`config.mk`:
```
export PLATFORM = sky130hd
export DESIGN_NAME = xbar_top
export DESIGN_NICKNAME = d
export VERILOG_FILES = /design/src/xbar_pkg.sv /design/src/xbar_top.sv /design/src/xbar_mux.sv /design/src/xbar_err_target.sv /design/src/xbar_demux.sv /design/src/xbar_addr_decode.sv
export SDC_FILE = /design/constraint.sdc
export NUM_CORES = 1
export LEC_CHECK = 0
export ABC_AREA = 1
export BUFFER_PORTS_ARGS = -buffer_cell sky130_fd_sc_hd__buf_4
export CAP_MARGIN = 0
export CORE_AREA = 2 2 142 144
export DETAILED_ROUTE_END_ITERATION = 8
export DIE_AREA = 0 0 144 146
export PLACE_DENSITY = 0.5
export REMOVE_ABC_BUFFERS = 1
export SLEW_MARGIN = 20
export SYNTH_ARGS = -nofsm -noshare
export SYNTH_HDL_FRONTEND = slang
export SYNTH_SLANG_ARGS = --single-unit
export TNS_END_PERCENT = 50
```
`constraint.sdc`:
```
create_clock -name clk_i -period 1.7 [get_ports clk_i]
set_clock_uncertainty 0.1 [all_clocks]
set_input_delay 0.085 -clock clk_i [delete_from_list [all_inputs] [get_ports clk_i]]
set_output_delay 0.085 -clock clk_i [all_outputs]
set_load 0.02 [all_outputs]
```
`src/xbar_pkg.sv`:
```
`default_nettype none

package xbar_pkg;

  // Bus widths
  localparam int unsigned ADDR_W = 16;
  localparam int unsigned DATA_W = 32;
  localparam int unsigned STRB_W = DATA_W / 8;

  // Port counts
  localparam int unsigned NUM_INIT = 2;
  localparam int unsigned NUM_TGT  = 2;
  localparam int unsigned INIT_W   = $clog2(NUM_INIT);
  localparam int unsigned IDX_W    = $clog2(NUM_TGT + 1); // Extra code for decode error

  // Address map, inclusive ranges
  localparam logic [ADDR_W-1:0] TGT0_BASE = 16'h0000;
  localparam logic [ADDR_W-1:0] TGT0_END  = 16'h0FFF;
  localparam logic [ADDR_W-1:0] TGT1_BASE = 16'h1000;
  localparam logic [ADDR_W-1:0] TGT1_END  = 16'h1FFF;

  typedef enum logic {
    OP_READ  = 1'b0,
    OP_WRITE = 1'b1
  } xbar_op_e;

  // Same codes as AXI BRESP/RRESP
  typedef enum logic [1:0] {
    RESP_OKAY   = 2'b00,
    RESP_DECERR = 2'b11
  } xbar_resp_e;

  typedef enum logic {
    DMX_IDLE,
    DMX_WAIT
  } demux_state_e;

  typedef enum logic [1:0] {
    MUX_IDLE,
    MUX_REQ,
    MUX_RSP
  } mux_state_e;

  typedef enum logic {
    ERR_IDLE,
    ERR_RSP
  } err_state_e;

endpackage

`default_nettype wire
```
`src/xbar_top.sv`:
```
`default_nettype none

module xbar_top (
  input  logic                                                 clk_i,
  input  logic                                                 rst_i,
  // Initiator ports
  input  logic [xbar_pkg::NUM_INIT-1:0]                        init_req_valid_i,
  output logic [xbar_pkg::NUM_INIT-1:0]                        init_req_ready_o,
  input  logic [xbar_pkg::NUM_INIT-1:0][xbar_pkg::ADDR_W-1:0]  init_req_addr_i,
  input  xbar_pkg::xbar_op_e [xbar_pkg::NUM_INIT-1:0]          init_req_op_i,
  input  logic [xbar_pkg::NUM_INIT-1:0][xbar_pkg::DATA_W-1:0]  init_req_wdata_i,
  input  logic [xbar_pkg::NUM_INIT-1:0][xbar_pkg::STRB_W-1:0]  init_req_strb_i,
  output logic [xbar_pkg::NUM_INIT-1:0]                        init_rsp_valid_o,
  input  logic [xbar_pkg::NUM_INIT-1:0]                        init_rsp_ready_i,
  output logic [xbar_pkg::NUM_INIT-1:0][xbar_pkg::DATA_W-1:0]  init_rsp_rdata_o,
  output xbar_pkg::xbar_resp_e [xbar_pkg::NUM_INIT-1:0]        init_rsp_resp_o,
  // Target ports
  output logic [xbar_pkg::NUM_TGT-1:0]                         tgt_req_valid_o,
  input  logic [xbar_pkg::NUM_TGT-1:0]                         tgt_req_ready_i,
  output logic [xbar_pkg::NUM_TGT-1:0][xbar_pkg::ADDR_W-1:0]   tgt_req_addr_o,
  output xbar_pkg::xbar_op_e [xbar_pkg::NUM_TGT-1:0]           tgt_req_op_o,
  output logic [xbar_pkg::NUM_TGT-1:0][xbar_pkg::DATA_W-1:0]   tgt_req_wdata_o,
  output logic [xbar_pkg::NUM_TGT-1:0][xbar_pkg::STRB_W-1:0]   tgt_req_strb_o,
  input  logic [xbar_pkg::NUM_TGT-1:0]                         tgt_rsp_valid_i,
  output logic [xbar_pkg::NUM_TGT-1:0]                         tgt_rsp_ready_o,
  input  logic [xbar_pkg::NUM_TGT-1:0][xbar_pkg::DATA_W-1:0]   tgt_rsp_rdata_i,
  input  xbar_pkg::xbar_resp_e [xbar_pkg::NUM_TGT-1:0]         tgt_rsp_resp_i
);

  // Demux side, indexed [initiator][output]
  logic [xbar_pkg::NUM_INIT-1:0][xbar_pkg::NUM_TGT:0]                        dmx_req_valid;
  logic [xbar_pkg::NUM_INIT-1:0][xbar_pkg::NUM_TGT:0]                        dmx_req_ready;
  logic [xbar_pkg::NUM_INIT-1:0][xbar_pkg::NUM_TGT:0][xbar_pkg::ADDR_W-1:0]  dmx_req_addr;
  xbar_pkg::xbar_op_e [xbar_pkg::NUM_INIT-1:0][xbar_pkg::NUM_TGT:0]          dmx_req_op;
  logic [xbar_pkg::NUM_INIT-1:0][xbar_pkg::NUM_TGT:0][xbar_pkg::DATA_W-1:0]  dmx_req_wdata;
  logic [xbar_pkg::NUM_INIT-1:0][xbar_pkg::NUM_TGT:0][xbar_pkg::STRB_W-1:0]  dmx_req_strb;
  logic [xbar_pkg::NUM_INIT-1:0][xbar_pkg::NUM_TGT:0]                        dmx_rsp_valid;
  logic [xbar_pkg::NUM_INIT-1:0][xbar_pkg::NUM_TGT:0]                        dmx_rsp_ready;
  logic [xbar_pkg::NUM_INIT-1:0][xbar_pkg::NUM_TGT:0][xbar_pkg::DATA_W-1:0]  dmx_rsp_rdata;
  xbar_pkg::xbar_resp_e [xbar_pkg::NUM_INIT-1:0][xbar_pkg::NUM_TGT:0]        dmx_rsp_resp;

  // Mux side, indexed [target][initiator]
  logic [xbar_pkg::NUM_TGT-1:0][xbar_pkg::NUM_INIT-1:0]                      mux_req_valid;
  logic [xbar_pkg::NUM_TGT-1:0][xbar_pkg::NUM_INIT-1:0]                      mux_req_ready;
  logic [xbar_pkg::NUM_TGT-1:0][xbar_pkg::NUM_INIT-1:0][xbar_pkg::ADDR_W-1:0] mux_req_addr;
  xbar_pkg::xbar_op_e [xbar_pkg::NUM_TGT-1:0][xbar_pkg::NUM_INIT-1:0]        mux_req_op;
  logic [xbar_pkg::NUM_TGT-1:0][xbar_pkg::NUM_INIT-1:0][xbar_pkg::DATA_W-1:0] mux_req_wdata;
  logic [xbar_pkg::NUM_TGT-1:0][xbar_pkg::NUM_INIT-1:0][xbar_pkg::STRB_W-1:0] mux_req_strb;
  logic [xbar_pkg::NUM_TGT-1:0][xbar_pkg::NUM_INIT-1:0]                      mux_rsp_valid;
  logic [xbar_pkg::NUM_TGT-1:0][xbar_pkg::NUM_INIT-1:0]                      mux_rsp_ready;
  logic [xbar_pkg::NUM_TGT-1:0][xbar_pkg::NUM_INIT-1:0][xbar_pkg::DATA_W-1:0] mux_rsp_rdata;
  xbar_pkg::xbar_resp_e [xbar_pkg::NUM_TGT-1:0][xbar_pkg::NUM_INIT-1:0]      mux_rsp_resp;

  for (genvar i = 0; i < xbar_pkg::NUM_INIT; i++) begin : gen_init
    xbar_demux i_demux (
      .clk_i           (clk_i),
      .rst_i           (rst_i),
      .req_valid_i     (init_req_valid_i[i]),
      .req_ready_o     (init_req_ready_o[i]),
      .req_addr_i      (init_req_addr_i[i]),
      .req_op_i        (init_req_op_i[i]),
      .req_wdata_i     (init_req_wdata_i[i]),
      .req_strb_i      (init_req_strb_i[i]),
      .rsp_valid_o     (init_rsp_valid_o[i]),
      .rsp_ready_i     (init_rsp_ready_i[i]),
      .rsp_rdata_o     (init_rsp_rdata_o[i]),
      .rsp_resp_o      (init_rsp_resp_o[i]),
      .mst_req_valid_o (dmx_req_valid[i]),
      .mst_req_ready_i (dmx_req_ready[i]),
      .mst_req_addr_o  (dmx_req_addr[i]),
      .mst_req_op_o    (dmx_req_op[i]),
      .mst_req_wdata_o (dmx_req_wdata[i]),
      .mst_req_strb_o  (dmx_req_strb[i]),
      .mst_rsp_valid_i (dmx_rsp_valid[i]),
      .mst_rsp_ready_o (dmx_rsp_ready[i]),
      .mst_rsp_rdata_i (dmx_rsp_rdata[i]),
      .mst_rsp_resp_i  (dmx_rsp_resp[i])
    );

    // Last demux output ends here
    xbar_err_target i_err_target (
      .clk_i       (clk_i),
      .rst_i       (rst_i),
      .req_valid_i (dmx_req_valid[i][xbar_pkg::NUM_TGT]),
      .req_ready_o (dmx_req_ready[i][xbar_pkg::NUM_TGT]),
      .req_op_i    (dmx_req_op[i][xbar_pkg::NUM_TGT]),
      .rsp_valid_o (dmx_rsp_valid[i][xbar_pkg::NUM_TGT]),
      .rsp_ready_i (dmx_rsp_ready[i][xbar_pkg::NUM_TGT]),
      .rsp_rdata_o (dmx_rsp_rdata[i][xbar_pkg::NUM_TGT]),
      .rsp_resp_o  (dmx_rsp_resp[i][xbar_pkg::NUM_TGT])
    );

    for (genvar j = 0; j < xbar_pkg::NUM_TGT; j++) begin : gen_cross
      assign mux_req_valid[j][i] = dmx_req_valid[i][j];
      assign mux_req_addr[j][i]  = dmx_req_addr[i][j];
      assign mux_req_op[j][i]    = dmx_req_op[i][j];
      assign mux_req_wdata[j][i] = dmx_req_wdata[i][j];
      assign mux_req_strb[j][i]  = dmx_req_strb[i][j];
      assign mux_rsp_ready[j][i] = dmx_rsp_ready[i][j];
      assign dmx_req_ready[i][j] = mux_req_ready[j][i];
      assign dmx_rsp_valid[i][j] = mux_rsp_valid[j][i];
      assign dmx_rsp_rdata[i][j] = mux_rsp_rdata[j][i];
      assign dmx_rsp_resp[i][j]  = mux_rsp_resp[j][i];
    end
  end

  for (genvar j = 0; j < xbar_pkg::NUM_TGT; j++) begin : gen_tgt
    xbar_mux i_mux (
      .clk_i           (clk_i),
      .rst_i           (rst_i),
      .slv_req_valid_i (mux_req_valid[j]),
      .slv_req_ready_o (mux_req_ready[j]),
      .slv_req_addr_i  (mux_req_addr[j]),
      .slv_req_op_i    (mux_req_op[j]),
      .slv_req_wdata_i (mux_req_wdata[j]),
      .slv_req_strb_i  (mux_req_strb[j]),
      .slv_rsp_valid_o (mux_rsp_valid[j]),
      .slv_rsp_ready_i (mux_rsp_ready[j]),
      .slv_rsp_rdata_o (mux_rsp_rdata[j]),
      .slv_rsp_resp_o  (mux_rsp_resp[j]),
      .req_valid_o     (tgt_req_valid_o[j]),
      .req_ready_i     (tgt_req_ready_i[j]),
      .req_addr_o      (tgt_req_addr_o[j]),
      .req_op_o        (tgt_req_op_o[j]),
      .req_wdata_o     (tgt_req_wdata_o[j]),
      .req_strb_o      (tgt_req_strb_o[j]),
      .rsp_valid_i     (tgt_rsp_valid_i[j]),
      .rsp_ready_o     (tgt_rsp_ready_o[j]),
      .rsp_rdata_i     (tgt_rsp_rdata_i[j]),
      .rsp_resp_i      (tgt_rsp_resp_i[j])
    );
  end

endmodule

`default_nettype wire

```
`src/xbar_mux.sv`:
```
`default_nettype none

module xbar_mux (
  input  logic                                                 clk_i,
  input  logic                                                 rst_i,
  // Initiator side, one entry per demux
  input  logic [xbar_pkg::NUM_INIT-1:0]                        slv_req_valid_i,
  output logic [xbar_pkg::NUM_INIT-1:0]                        slv_req_ready_o,
  input  logic [xbar_pkg::NUM_INIT-1:0][xbar_pkg::ADDR_W-1:0]  slv_req_addr_i,
  input  xbar_pkg::xbar_op_e [xbar_pkg::NUM_INIT-1:0]          slv_req_op_i,
  input  logic [xbar_pkg::NUM_INIT-1:0][xbar_pkg::DATA_W-1:0]  slv_req_wdata_i,
  input  logic [xbar_pkg::NUM_INIT-1:0][xbar_pkg::STRB_W-1:0]  slv_req_strb_i,
  output logic [xbar_pkg::NUM_INIT-1:0]                        slv_rsp_valid_o,
  input  logic [xbar_pkg::NUM_INIT-1:0]                        slv_rsp_ready_i,
  output logic [xbar_pkg::NUM_INIT-1:0][xbar_pkg::DATA_W-1:0]  slv_rsp_rdata_o,
  output xbar_pkg::xbar_resp_e [xbar_pkg::NUM_INIT-1:0]        slv_rsp_resp_o,
  // Target side
  output logic                                                 req_valid_o,
  input  logic                                                 req_ready_i,
  output logic [xbar_pkg::ADDR_W-1:0]                          req_addr_o,
  output xbar_pkg::xbar_op_e                                   req_op_o,
  output logic [xbar_pkg::DATA_W-1:0]                          req_wdata_o,
  output logic [xbar_pkg::STRB_W-1:0]                          req_strb_o,
  input  logic                                                 rsp_valid_i,
  output logic                                                 rsp_ready_o,
  input  logic [xbar_pkg::DATA_W-1:0]                          rsp_rdata_i,
  input  xbar_pkg::xbar_resp_e                                 rsp_resp_i
);

  xbar_pkg::mux_state_e          state_q;
  logic [xbar_pkg::INIT_W-1:0]   rr_ptr_q;  // Highest priority initiator
  logic [xbar_pkg::INIT_W-1:0]   gnt_q;
  logic [xbar_pkg::INIT_W-1:0]   gnt_d;
  logic                          gnt_vld;
  logic [xbar_pkg::INIT_W-1:0]   sel;

  // Round robin search starting at the pointer
  always_comb begin
    logic [xbar_pkg::INIT_W-1:0] cand;
    gnt_d   = rr_ptr_q;
    gnt_vld = 1'b0;
    for (int k = 0; k < int'(xbar_pkg::NUM_INIT); k++) begin
      cand = xbar_pkg::INIT_W'((32'(rr_ptr_q) + 32'(k)) % xbar_pkg::NUM_INIT);
      if (!gnt_vld && slv_req_valid_i[cand]) begin
        gnt_d   = cand;
        gnt_vld = 1'b1;
      end
    end
  end

  // Fresh grant passes straight through while idle
  assign sel = (state_q == xbar_pkg::MUX_IDLE) ? gnt_d : gnt_q;

  always_comb begin
    case (state_q)
      xbar_pkg::MUX_IDLE: req_valid_o = gnt_vld;
      xbar_pkg::MUX_REQ:  req_valid_o = slv_req_valid_i[gnt_q];
      default:            req_valid_o = 1'b0;
    endcase
  end

  assign req_addr_o  = slv_req_addr_i[sel];
  assign req_op_o    = slv_req_op_i[sel];
  assign req_wdata_o = slv_req_wdata_i[sel];
  assign req_strb_o  = slv_req_strb_i[sel];

  assign rsp_ready_o = (state_q == xbar_pkg::MUX_RSP) && slv_rsp_ready_i[gnt_q];

  always_comb begin
    for (int k = 0; k < int'(xbar_pkg::NUM_INIT); k++) begin
      slv_req_ready_o[k] = req_valid_o && req_ready_i && (sel == xbar_pkg::INIT_W'(k));
      slv_rsp_valid_o[k] = (state_q == xbar_pkg::MUX_RSP) && rsp_valid_i &&
                           (gnt_q == xbar_pkg::INIT_W'(k));
      slv_rsp_rdata_o[k] = rsp_rdata_i;
      slv_rsp_resp_o[k]  = rsp_resp_i;
    end
  end

  always_ff @(posedge clk_i) begin
    if (rst_i) begin
      state_q  <= xbar_pkg::MUX_IDLE;
      rr_ptr_q <= '0;
      gnt_q    <= '0;
    end else begin
      case (state_q)
        xbar_pkg::MUX_IDLE: begin
          if (gnt_vld) begin
            gnt_q    <= gnt_d;
            rr_ptr_q <= xbar_pkg::INIT_W'((32'(gnt_d) + 32'd1) % xbar_pkg::NUM_INIT);
            // Target may accept in the grant cycle already
            state_q  <= req_ready_i ? xbar_pkg::MUX_RSP : xbar_pkg::MUX_REQ;
          end
        end
        xbar_pkg::MUX_REQ: begin
          if (req_valid_o && req_ready_i) state_q <= xbar_pkg::MUX_RSP;
        end
        xbar_pkg::MUX_RSP: begin
          if (rsp_valid_i && rsp_ready_o) state_q <= xbar_pkg::MUX_IDLE;
        end
        default: state_q <= xbar_pkg::MUX_IDLE;
      endcase
    end
  end

endmodule

`default_nettype wire

```
`src/xbar_err_target.sv`:
```
`default_nettype none

module xbar_err_target (
  input  logic                        clk_i,
  input  logic                        rst_i,
  input  logic                        req_valid_i,
  output logic                        req_ready_o,
  input  xbar_pkg::xbar_op_e          req_op_i,
  output logic                        rsp_valid_o,
  input  logic                        rsp_ready_i,
  output logic [xbar_pkg::DATA_W-1:0] rsp_rdata_o,
  output xbar_pkg::xbar_resp_e        rsp_resp_o
);

  xbar_pkg::err_state_e state_q;

  // Reads and writes alike are taken, one at a time
  assign req_ready_o = (state_q == xbar_pkg::ERR_IDLE) && req_valid_i;

  assign rsp_valid_o = (state_q == xbar_pkg::ERR_RSP);
  assign rsp_rdata_o = '0;                   // No data behind an unmapped address
  assign rsp_resp_o  = xbar_pkg::RESP_DECERR;

  always_ff @(posedge clk_i) begin
    if (rst_i) begin
      state_q <= xbar_pkg::ERR_IDLE;
    end else begin
      case (state_q)
        xbar_pkg::ERR_IDLE: if (req_valid_i && req_ready_o) state_q <= xbar_pkg::ERR_RSP;
        xbar_pkg::ERR_RSP:  if (rsp_ready_i) state_q <= xbar_pkg::ERR_IDLE;
        default:            state_q <= xbar_pkg::ERR_IDLE;
      endcase
    end
  end

endmodule

`default_nettype wire

```
`src/xbar_demux.sv`:
```
`default_nettype none

module xbar_demux (
  input  logic                                                 clk_i,
  input  logic                                                 rst_i,
  // Initiator side
  input  logic                                                 req_valid_i,
  output logic                                                 req_ready_o,
  input  logic [xbar_pkg::ADDR_W-1:0]                          req_addr_i,
  input  xbar_pkg::xbar_op_e                                   req_op_i,
  input  logic [xbar_pkg::DATA_W-1:0]                          req_wdata_i,
  input  logic [xbar_pkg::STRB_W-1:0]                          req_strb_i,
  output logic                                                 rsp_valid_o,
  input  logic                                                 rsp_ready_i,
  output logic [xbar_pkg::DATA_W-1:0]                          rsp_rdata_o,
  output xbar_pkg::xbar_resp_e                                 rsp_resp_o,
  // Target side, last index is the error responder
  output logic [xbar_pkg::NUM_TGT:0]                           mst_req_valid_o,
  input  logic [xbar_pkg::NUM_TGT:0]                           mst_req_ready_i,
  output logic [xbar_pkg::NUM_TGT:0][xbar_pkg::ADDR_W-1:0]     mst_req_addr_o,
  output xbar_pkg::xbar_op_e [xbar_pkg::NUM_TGT:0]             mst_req_op_o,
  output logic [xbar_pkg::NUM_TGT:0][xbar_pkg::DATA_W-1:0]     mst_req_wdata_o,
  output logic [xbar_pkg::NUM_TGT:0][xbar_pkg::STRB_W-1:0]     mst_req_strb_o,
  input  logic [xbar_pkg::NUM_TGT:0]                           mst_rsp_valid_i,
  output logic [xbar_pkg::NUM_TGT:0]                           mst_rsp_ready_o,
  input  logic [xbar_pkg::NUM_TGT:0][xbar_pkg::DATA_W-1:0]     mst_rsp_rdata_i,
  input  xbar_pkg::xbar_resp_e [xbar_pkg::NUM_TGT:0]           mst_rsp_resp_i
);

  xbar_pkg::demux_state_e        state_q;
  logic [xbar_pkg::IDX_W-1:0]    dec_idx;   // Error index NUM_TGT when unmapped
  logic [xbar_pkg::IDX_W-1:0]    sel_q;     // Output owning the open transaction

  xbar_addr_decode i_addr_decode (
    .addr_i      (req_addr_i),
    .idx_o       (dec_idx),
    .dec_error_o ()
  );

  // Payload goes everywhere, only valid is steered
  always_comb begin
    for (int k = 0; k <= int'(xbar_pkg::NUM_TGT); k++) begin
      mst_req_valid_o[k] = (state_q == xbar_pkg::DMX_IDLE) && req_valid_i &&
                           (dec_idx == xbar_pkg::IDX_W'(k));
      mst_rsp_ready_o[k] = (state_q == xbar_pkg::DMX_WAIT) && rsp_ready_i &&
                           (sel_q == xbar_pkg::IDX_W'(k));
      mst_req_addr_o[k]  = req_addr_i;
      mst_req_op_o[k]    = req_op_i;
      mst_req_wdata_o[k] = req_wdata_i;
      mst_req_strb_o[k]  = req_strb_i;
    end
  end

  assign req_ready_o = (state_q == xbar_pkg::DMX_IDLE) && req_valid_i &&
                       mst_req_ready_i[dec_idx];

  // Response comes back only from the latched output
  assign rsp_valid_o = (state_q == xbar_pkg::DMX_WAIT) && mst_rsp_valid_i[sel_q];
  assign rsp_rdata_o = mst_rsp_rdata_i[sel_q];
  assign rsp_resp_o  = mst_rsp_resp_i[sel_q];

  always_ff @(posedge clk_i) begin
    if (rst_i) begin
      state_q <= xbar_pkg::DMX_IDLE;
      sel_q   <= '0;
    end else begin
      case (state_q)
        xbar_pkg::DMX_IDLE: begin
          if (req_valid_i && req_ready_o) begin
            state_q <= xbar_pkg::DMX_WAIT;
            sel_q   <= dec_idx;
          end
        end
        xbar_pkg::DMX_WAIT: begin
          if (rsp_valid_o && rsp_ready_i) state_q <= xbar_pkg::DMX_IDLE;
        end
        default: state_q <= xbar_pkg::DMX_IDLE;
      endcase
    end
  end

endmodule

`default_nettype wire

```
`src/xbar_addr_decode.sv`:
```
`default_nettype none

module xbar_addr_decode (
  input  logic [xbar_pkg::ADDR_W-1:0] addr_i,
  output logic [xbar_pkg::IDX_W-1:0]  idx_o,
  output logic                        dec_error_o
);

  logic hit_tgt0;
  logic hit_tgt1;

  // Offset from base wraps below it, so one compare covers both bounds
  assign hit_tgt0 = (addr_i - xbar_pkg::TGT0_BASE) <=
                    (xbar_pkg::TGT0_END - xbar_pkg::TGT0_BASE);
  assign hit_tgt1 = (addr_i - xbar_pkg::TGT1_BASE) <=
                    (xbar_pkg::TGT1_END - xbar_pkg::TGT1_BASE);

  always_comb begin
    // Unmapped goes to the error index
    idx_o       = xbar_pkg::IDX_W'(xbar_pkg::NUM_TGT);
    dec_error_o = 1'b1;
    if (hit_tgt0) begin
      idx_o       = xbar_pkg::IDX_W'(0);
      dec_error_o = 1'b0;
    end else if (hit_tgt1) begin
      idx_o       = xbar_pkg::IDX_W'(1);
      dec_error_o = 1'b0;
    end
  end

endmodule

`default_nettype wire

```
Word-level counts from Yosys, hierarchy flattened

Index checks and enable logic that the tools add are counted.

Bitwise gates (word level): 8
Add/subtract/negate cells: 6
Equal/unequal tests: 18
Magnitude comparators: 16
Reduce and logical (&&, ||, !) cells: 60
Mux-type cells: 84

Operator list:

| kind                     | count |
|---|---|
| $mux W32                 | 6 |
| $bmux W32 S2             | 2 |
| $le A16 B12 Y1 const B   | 4 |
| $mux W16                 | 4 |
| $logic_and A1 B1 Y1      | 46 |
| $mux W1                  | 40 |
| $sub A16 B13 Y16 const B | 2 |
| $mux W2                  | 14 |
| $lt A1 B2 Y1 const B     | 8 |
| $mux W4                  | 4 |
| $eq A2 B1 Y1 const B     | 6 |
| $eq A2 B2 Y1 const B     | 6 |
| $logic_not A2 Y1         | 6 |
| $lt A2 B3 Y1 const B     | 4 |
| $pmux W1 S2              | 6 |
| $pmux W2 S3              | 2 |
| $bmux W1 S2              | 4 |
| $bmux W2 S2              | 2 |
| $ne A2 B1 Y1 const B     | 4 |
| $not A1 Y1               | 8 |
| $reduce_and A2 Y1        | 4 |
| $reduce_and A3 Y1        | 2 |
| $add A1 B1 Y1 const B    | 4 |
| $ne A2 B2 Y1 const B     | 2 |
| $logic_not A1 Y1         | 2 |

Output and inout bits: 182
Bits in registers: 16
Word-level logic and storage cells: 204
Bits of input ports: 184

Longest topological paths before layout

Word-level depth: 21
Mapped depth: 13
Depth with buffers taken out: 13

Modules after synthesis

A second synthesis with hierarchy kept.

Cell total of the unflattened synthesis: 1386
Area total of the unflattened synthesis: 8152.8 µm²

Modules (own cells, without submodules):

| module           | seq. area each (µm²) | area an instance (µm²) | cells an instance | times used |
|---|---|---|---|---|
| xbar_demux       | 60.1                 | 2195.9                 | 353               | 2 |
| xbar_mux         | 80.1                 | 1527.7                 | 289               | 2 |
| xbar_err_target  | 20.0                 | 312.8                  | 43                | 2 |
| xbar_addr_decode | 0.0                  | 40.0                   | 8                 | 2 |

Worst setup path before layout

No wires, ideal clock.

Path kind: register -> output
Start: reg gen_init[1].i_demux.state_q
End: out tgt_req_addr_o[17] (netlist bit)
Arrival: 1559 ps
Buffers on the path: 1
Path slack: -44 ps
Data required time: 1515 ps
Stages on the path, launching flop included: 9
Path through: dfxtp_1 > nor2_4 > nand3_2 > nand2_1 > nand2_1 > nand3_2 > nand2_4 > clkbuf_1 > o21ai_0

RTL lines:

| what                   | line             | text |
|---|---|---|
| from (decl)            | xbar_demux.sv:30 | `xbar_pkg::demux_state_e state_q;` |
| from (signal assigned) | xbar_demux.sv:64 | `state_q <= xbar_pkg::DMX_IDLE;` |
| from (signal assigned) | xbar_demux.sv:70 | `state_q <= xbar_pkg::DMX_WAIT;` |
| from (signal assigned) | xbar_demux.sv:75 | `if (rsp_valid_o && rsp_ready_i) state_q <= xbar_pkg::DMX_IDLE;` |
| to (decl)              | xbar_top.sv:20   | `output logic [xbar_pkg::NUM_TGT-1:0][xbar_pkg::ADDR_W-1:0] tgt_req_addr_o,` |

==> results.tsv <==
stage	metric	value	unit
outcome	outcome	finished with violations	
outcome	violated checks	setup timing	
global_route	initial antenna violation count	1	
power_and_ir_drop	Max VDD drop	0.3359	mV
detailed_routing	DR DRC count	0	
detailed_routing	detailed-router iteration count before antenna repair	6	
global_route	Total Routing Usage GR	17.40	%
yosys	xor/xnor share of the synthesized area	0	%
yosys	Post-synth EDFFs	0	
final_layout	Fillers	2100	
sta	Hold WS	0.01937	ns
sta	Final Critical Period	1.998	ns
sta	Max Fclk	500.4	MHz
die	Die Ht	146	um
die	die width	144	um
global_route	largest net degree at the start of global routing	35	
clocking	clock insertion delay at the later pin of the skew report	0.25	ns
yosys	Synth Area in Simple Gates	28.71	%
global_route	first-pass GRT wire length	28.64	mm
die	die area	0.02102	mm^2
final_layout	Cell Count, Final, Fillers Out	1281	
setup_path	Worst path max stage delay	0.33	ns
clocking	CTS buffer count	3	
yosys	Synth cell types	30	
die	core area	0.01933	mm^2
yosys	post-synthesis compound-gate area fraction	35.10	%
yosys	Synth Area in Adders	0	%
clocking	CTS H-Tree Depth	1	
detailed_routing	First DRT Iteration DRCs	188	
setup_path	Setup Crit Path Kind	reg2out	
sta	Tcrit/Tclk final	117.6	%
power_and_ir_drop	Final Power	0.004702	W
setup_path	Slowest cell on crit path	dfxtp_2	
setup_path	CP Launch Type	flip-flop	
sta	Final Hold Vio Count	0	
detailed_routing	Final ANT Viol Nets	0	
final_layout	layout cell share with drive strength beyond 1	57.93	%
min_path	Worst Hold Class	in2reg	
clocking	Max Root-Sink Buffers	2	
power_and_ir_drop	P per Cell Area	599.6	mW/mm^2
clocking	clk slew on worst S/H paths	0.06	ns
placement	pre-CTS setup slack	-0.09441	ns
detailed_routing	vias per cell	4.511	
final_layout	Area Overhead vs Synth	138.3	%
placement	DP Cell Count	1255	
sta	worst setup margin	-0.2985	ns
setup_path	Arr. time, crit path	1.81	ns
yosys	mapped cell area	0.003291	mm^2
yosys	number of synthesized register bits	16	
clocking	root buffer cell	clkbuf_16	
yosys	Syn Area/Cell	5.207	um^2
yosys	FFs w/ async S/R, synth	0	%
yosys	largest family of logic cells by synthesized area	compound AO/OA/AOI/OAI gates	
detailed_routing	drt wl/cell	16.57	um
sta	worst-margin pin slew	0.5185	ns
placement	DPL Wire Length	16.42	mm
power_and_ir_drop	LEAKAGE	4.272	nW
die	FP Rows	51	
global_route	grt ovf	0	
placement	Placer Congestion	0.8327	
sta	Setup-failing EPs final	113	
detailed_routing	total number of vias	5779	
die	I/O pin total	366	
yosys	sequential-to-total area share from yosys stat	9.734	%
yosys	Mapped Cells	632	
setup_path	Worst Path Max Fanout	23	
yosys	Top FF cell, synth	dfxtp_1	
yosys	Yosys Warn Count	0	
detailed_routing	routed wire length	21.22	mm
setup_path	Setup crit end kind	output port	
placement	Port-buffer cells	365	
clocking	Num Clock Sinks	16	
sta	RSZ-0062 raised after global routing	true	
sta	Max Slew Vio Count	0	
yosys	top cells by area, synth	inv_1 17%, nand2_1 17%, o22ai_1 12%	
final_layout	Final #Nets	1200	
sta	Slew headroom	65.43	%
job	MaxCap Viol Count	0	
global_route	vias in the first global route	5319	
yosys	top cell type's share of synthesized area	17.45	%
setup_path	Worst Path Required	1.51	ns
yosys	multiplexer area fraction after synthesis	0	%
clocking	CTS tree	built	
setup_path	Critical Path, Cell by Cell	nor2_4 > nand4_1 > nand3_4 > nand2_8 > buf_12 > o21ai_2 > buf_4	
die	Initial Util	17.02	%
yosys	Synth area leader	inv_1	
-- synthesized netlist by cell type (2+ instances only) --
cell and n:
o21ai_0 41, buf_2 6, nand3_2 9, inv_2 3
a21oi_1 13, nand2_4 2, buf_4 11, dfxtp_1 16
buf_1 8, o21ai_2 3, o21ai_1 79, o22ai_1 64
o31ai_1 2, nand4_1 3, nor2_4 3, nand3_1 11
buf_6 9, nand2_2 9, inv_1 153, nand2_1 145
nor2_2 9, nor2_1 15, clkbuf_1 11
-- layer usage --
metal | share of wire (%) | up-vias | track usage (%) | routed length [um]
met5 | 0 | - | 0 | 0
met3 | 9.3 | 26 | 4.508 | 1974
li1 | - | 2801 | - | -
met4 | 2.4 | 0 | 4.167 | 507
met2 | 51 | 281 | 32.93 | 10850
met1 | 37 | 2671 | 19.03 | 7892
-- power by group --
group          switching [W]  total (W)  internal [W]
sequential         0.0000281   0.000429      0.000400
combinational        0.00203    0.00375       0.00172
clock               0.000166   0.000524      0.000358
-- metrics by stage --
stage	setup TNS, ns	util [%]	instance area, um^2
finish	-25.85	40.56	7843
global placement	-0.4921	33.23	6425
CTS	-22.43	36.33	7024
floorplan	-27.12	-	3005
global route	-37.87	40.56	7843
detailed placement	-0.7635	33.23	6425
-- worst max-delay path, delay by kind of cell (launching register included) --
kind	cells	cell delay (ns)
AO/OA/AOI/OAI	1	0.18
buffers and inverters	2	0.36
flip-flops	1	0.33
AND/OR/NAND/NOR	4	0.68
-- flip-flops by register name (all words and copies together), names as in the netlist --
| register | flops |
|---|---|
| gen_tgt.i_mux.state_q | 4 |
| gen_init.i_demux.state_q | 2 |
| gen_tgt.i_mux.rr_ptr_q | 2 |
| gen_init.i_demux.sel_q | 4 |
| gen_tgt.i_mux.gnt_q | 2 |
| gen_init.i_err_target.rsp_valid_o | 2 |
-- area by class of cell --
cell class | count | area [um^2] | share of cell area (%)
inverter | 156 | 585.6 | 7.467
clock buffer | 4 | 88.84 | 1.133
antenna | 1 | 2.502 | 0.03191
multi-input combinational | 417 | 2720 | 34.68
sequential | 16 | 330.3 | 4.212
tap | 265 | 331.6 | 4.228
timing repair buffer | 422 | 3784 | 48.25
-- placed cells by master, fill, tap and decap left out, types with 5 or more instances in the layout --
cell and n:
a21oi_1 13, buf_12 10, buf_4 326, buf_6 70
clkbuf_16 13, dfxtp_1 10, dfxtp_2 5, inv_1 152
nand2_1 109, nand2_2 37, nand2_4 8, nand3_1 10
nand3_2 7, nor2_1 9, nor2_2 11, nor2_4 7
o21ai_0 11, o21ai_1 41, o21ai_2 58, o21ai_4 13
o22ai_1 62
-- cell families after synthesis --
kind of cell	after synthesis
compound gates	207
flops	16
simple gates	208
buf+inv	201
-- worst paths after layout --
path / endpoint / cells after the start / slack [ns] / start
setup / recovery: tgt_req_addr_o[4] / 7 / -0.30 / gen_init[1].i_demux.state_q$_SDFF_PP0_
hold / removal: gen_tgt[1].i_mux.state_q[1]$_SDFFE_PP0P_ / 4 / 0.02 / tgt_rsp_valid_i[1]
setup reg to reg: gen_init[0].i_demux.sel_q[1]$_SDFFE_PP0P_ / 13 / -0.05 / gen_init[1].i_demux.state_q$_SDFF_PP0_
hold reg to reg: gen_init[1].i_err_target.rsp_valid_o$_SDFF_PP0_ / 2 / 0.38 / gen_init[1].i_err_target.rsp_valid_o$_SDFF_PP0_
-- timing repair --
action                     4_1_cts  5_1_grt
hold endpoints to repair         0        1
gates cloned                     4       12
resized for setup              125      149
hold buffers                     0        1
buffers inserted                 4        1
setup endpoints to repair      141      187
pin swaps                        9        9
(Power assumes the default switching activity.)
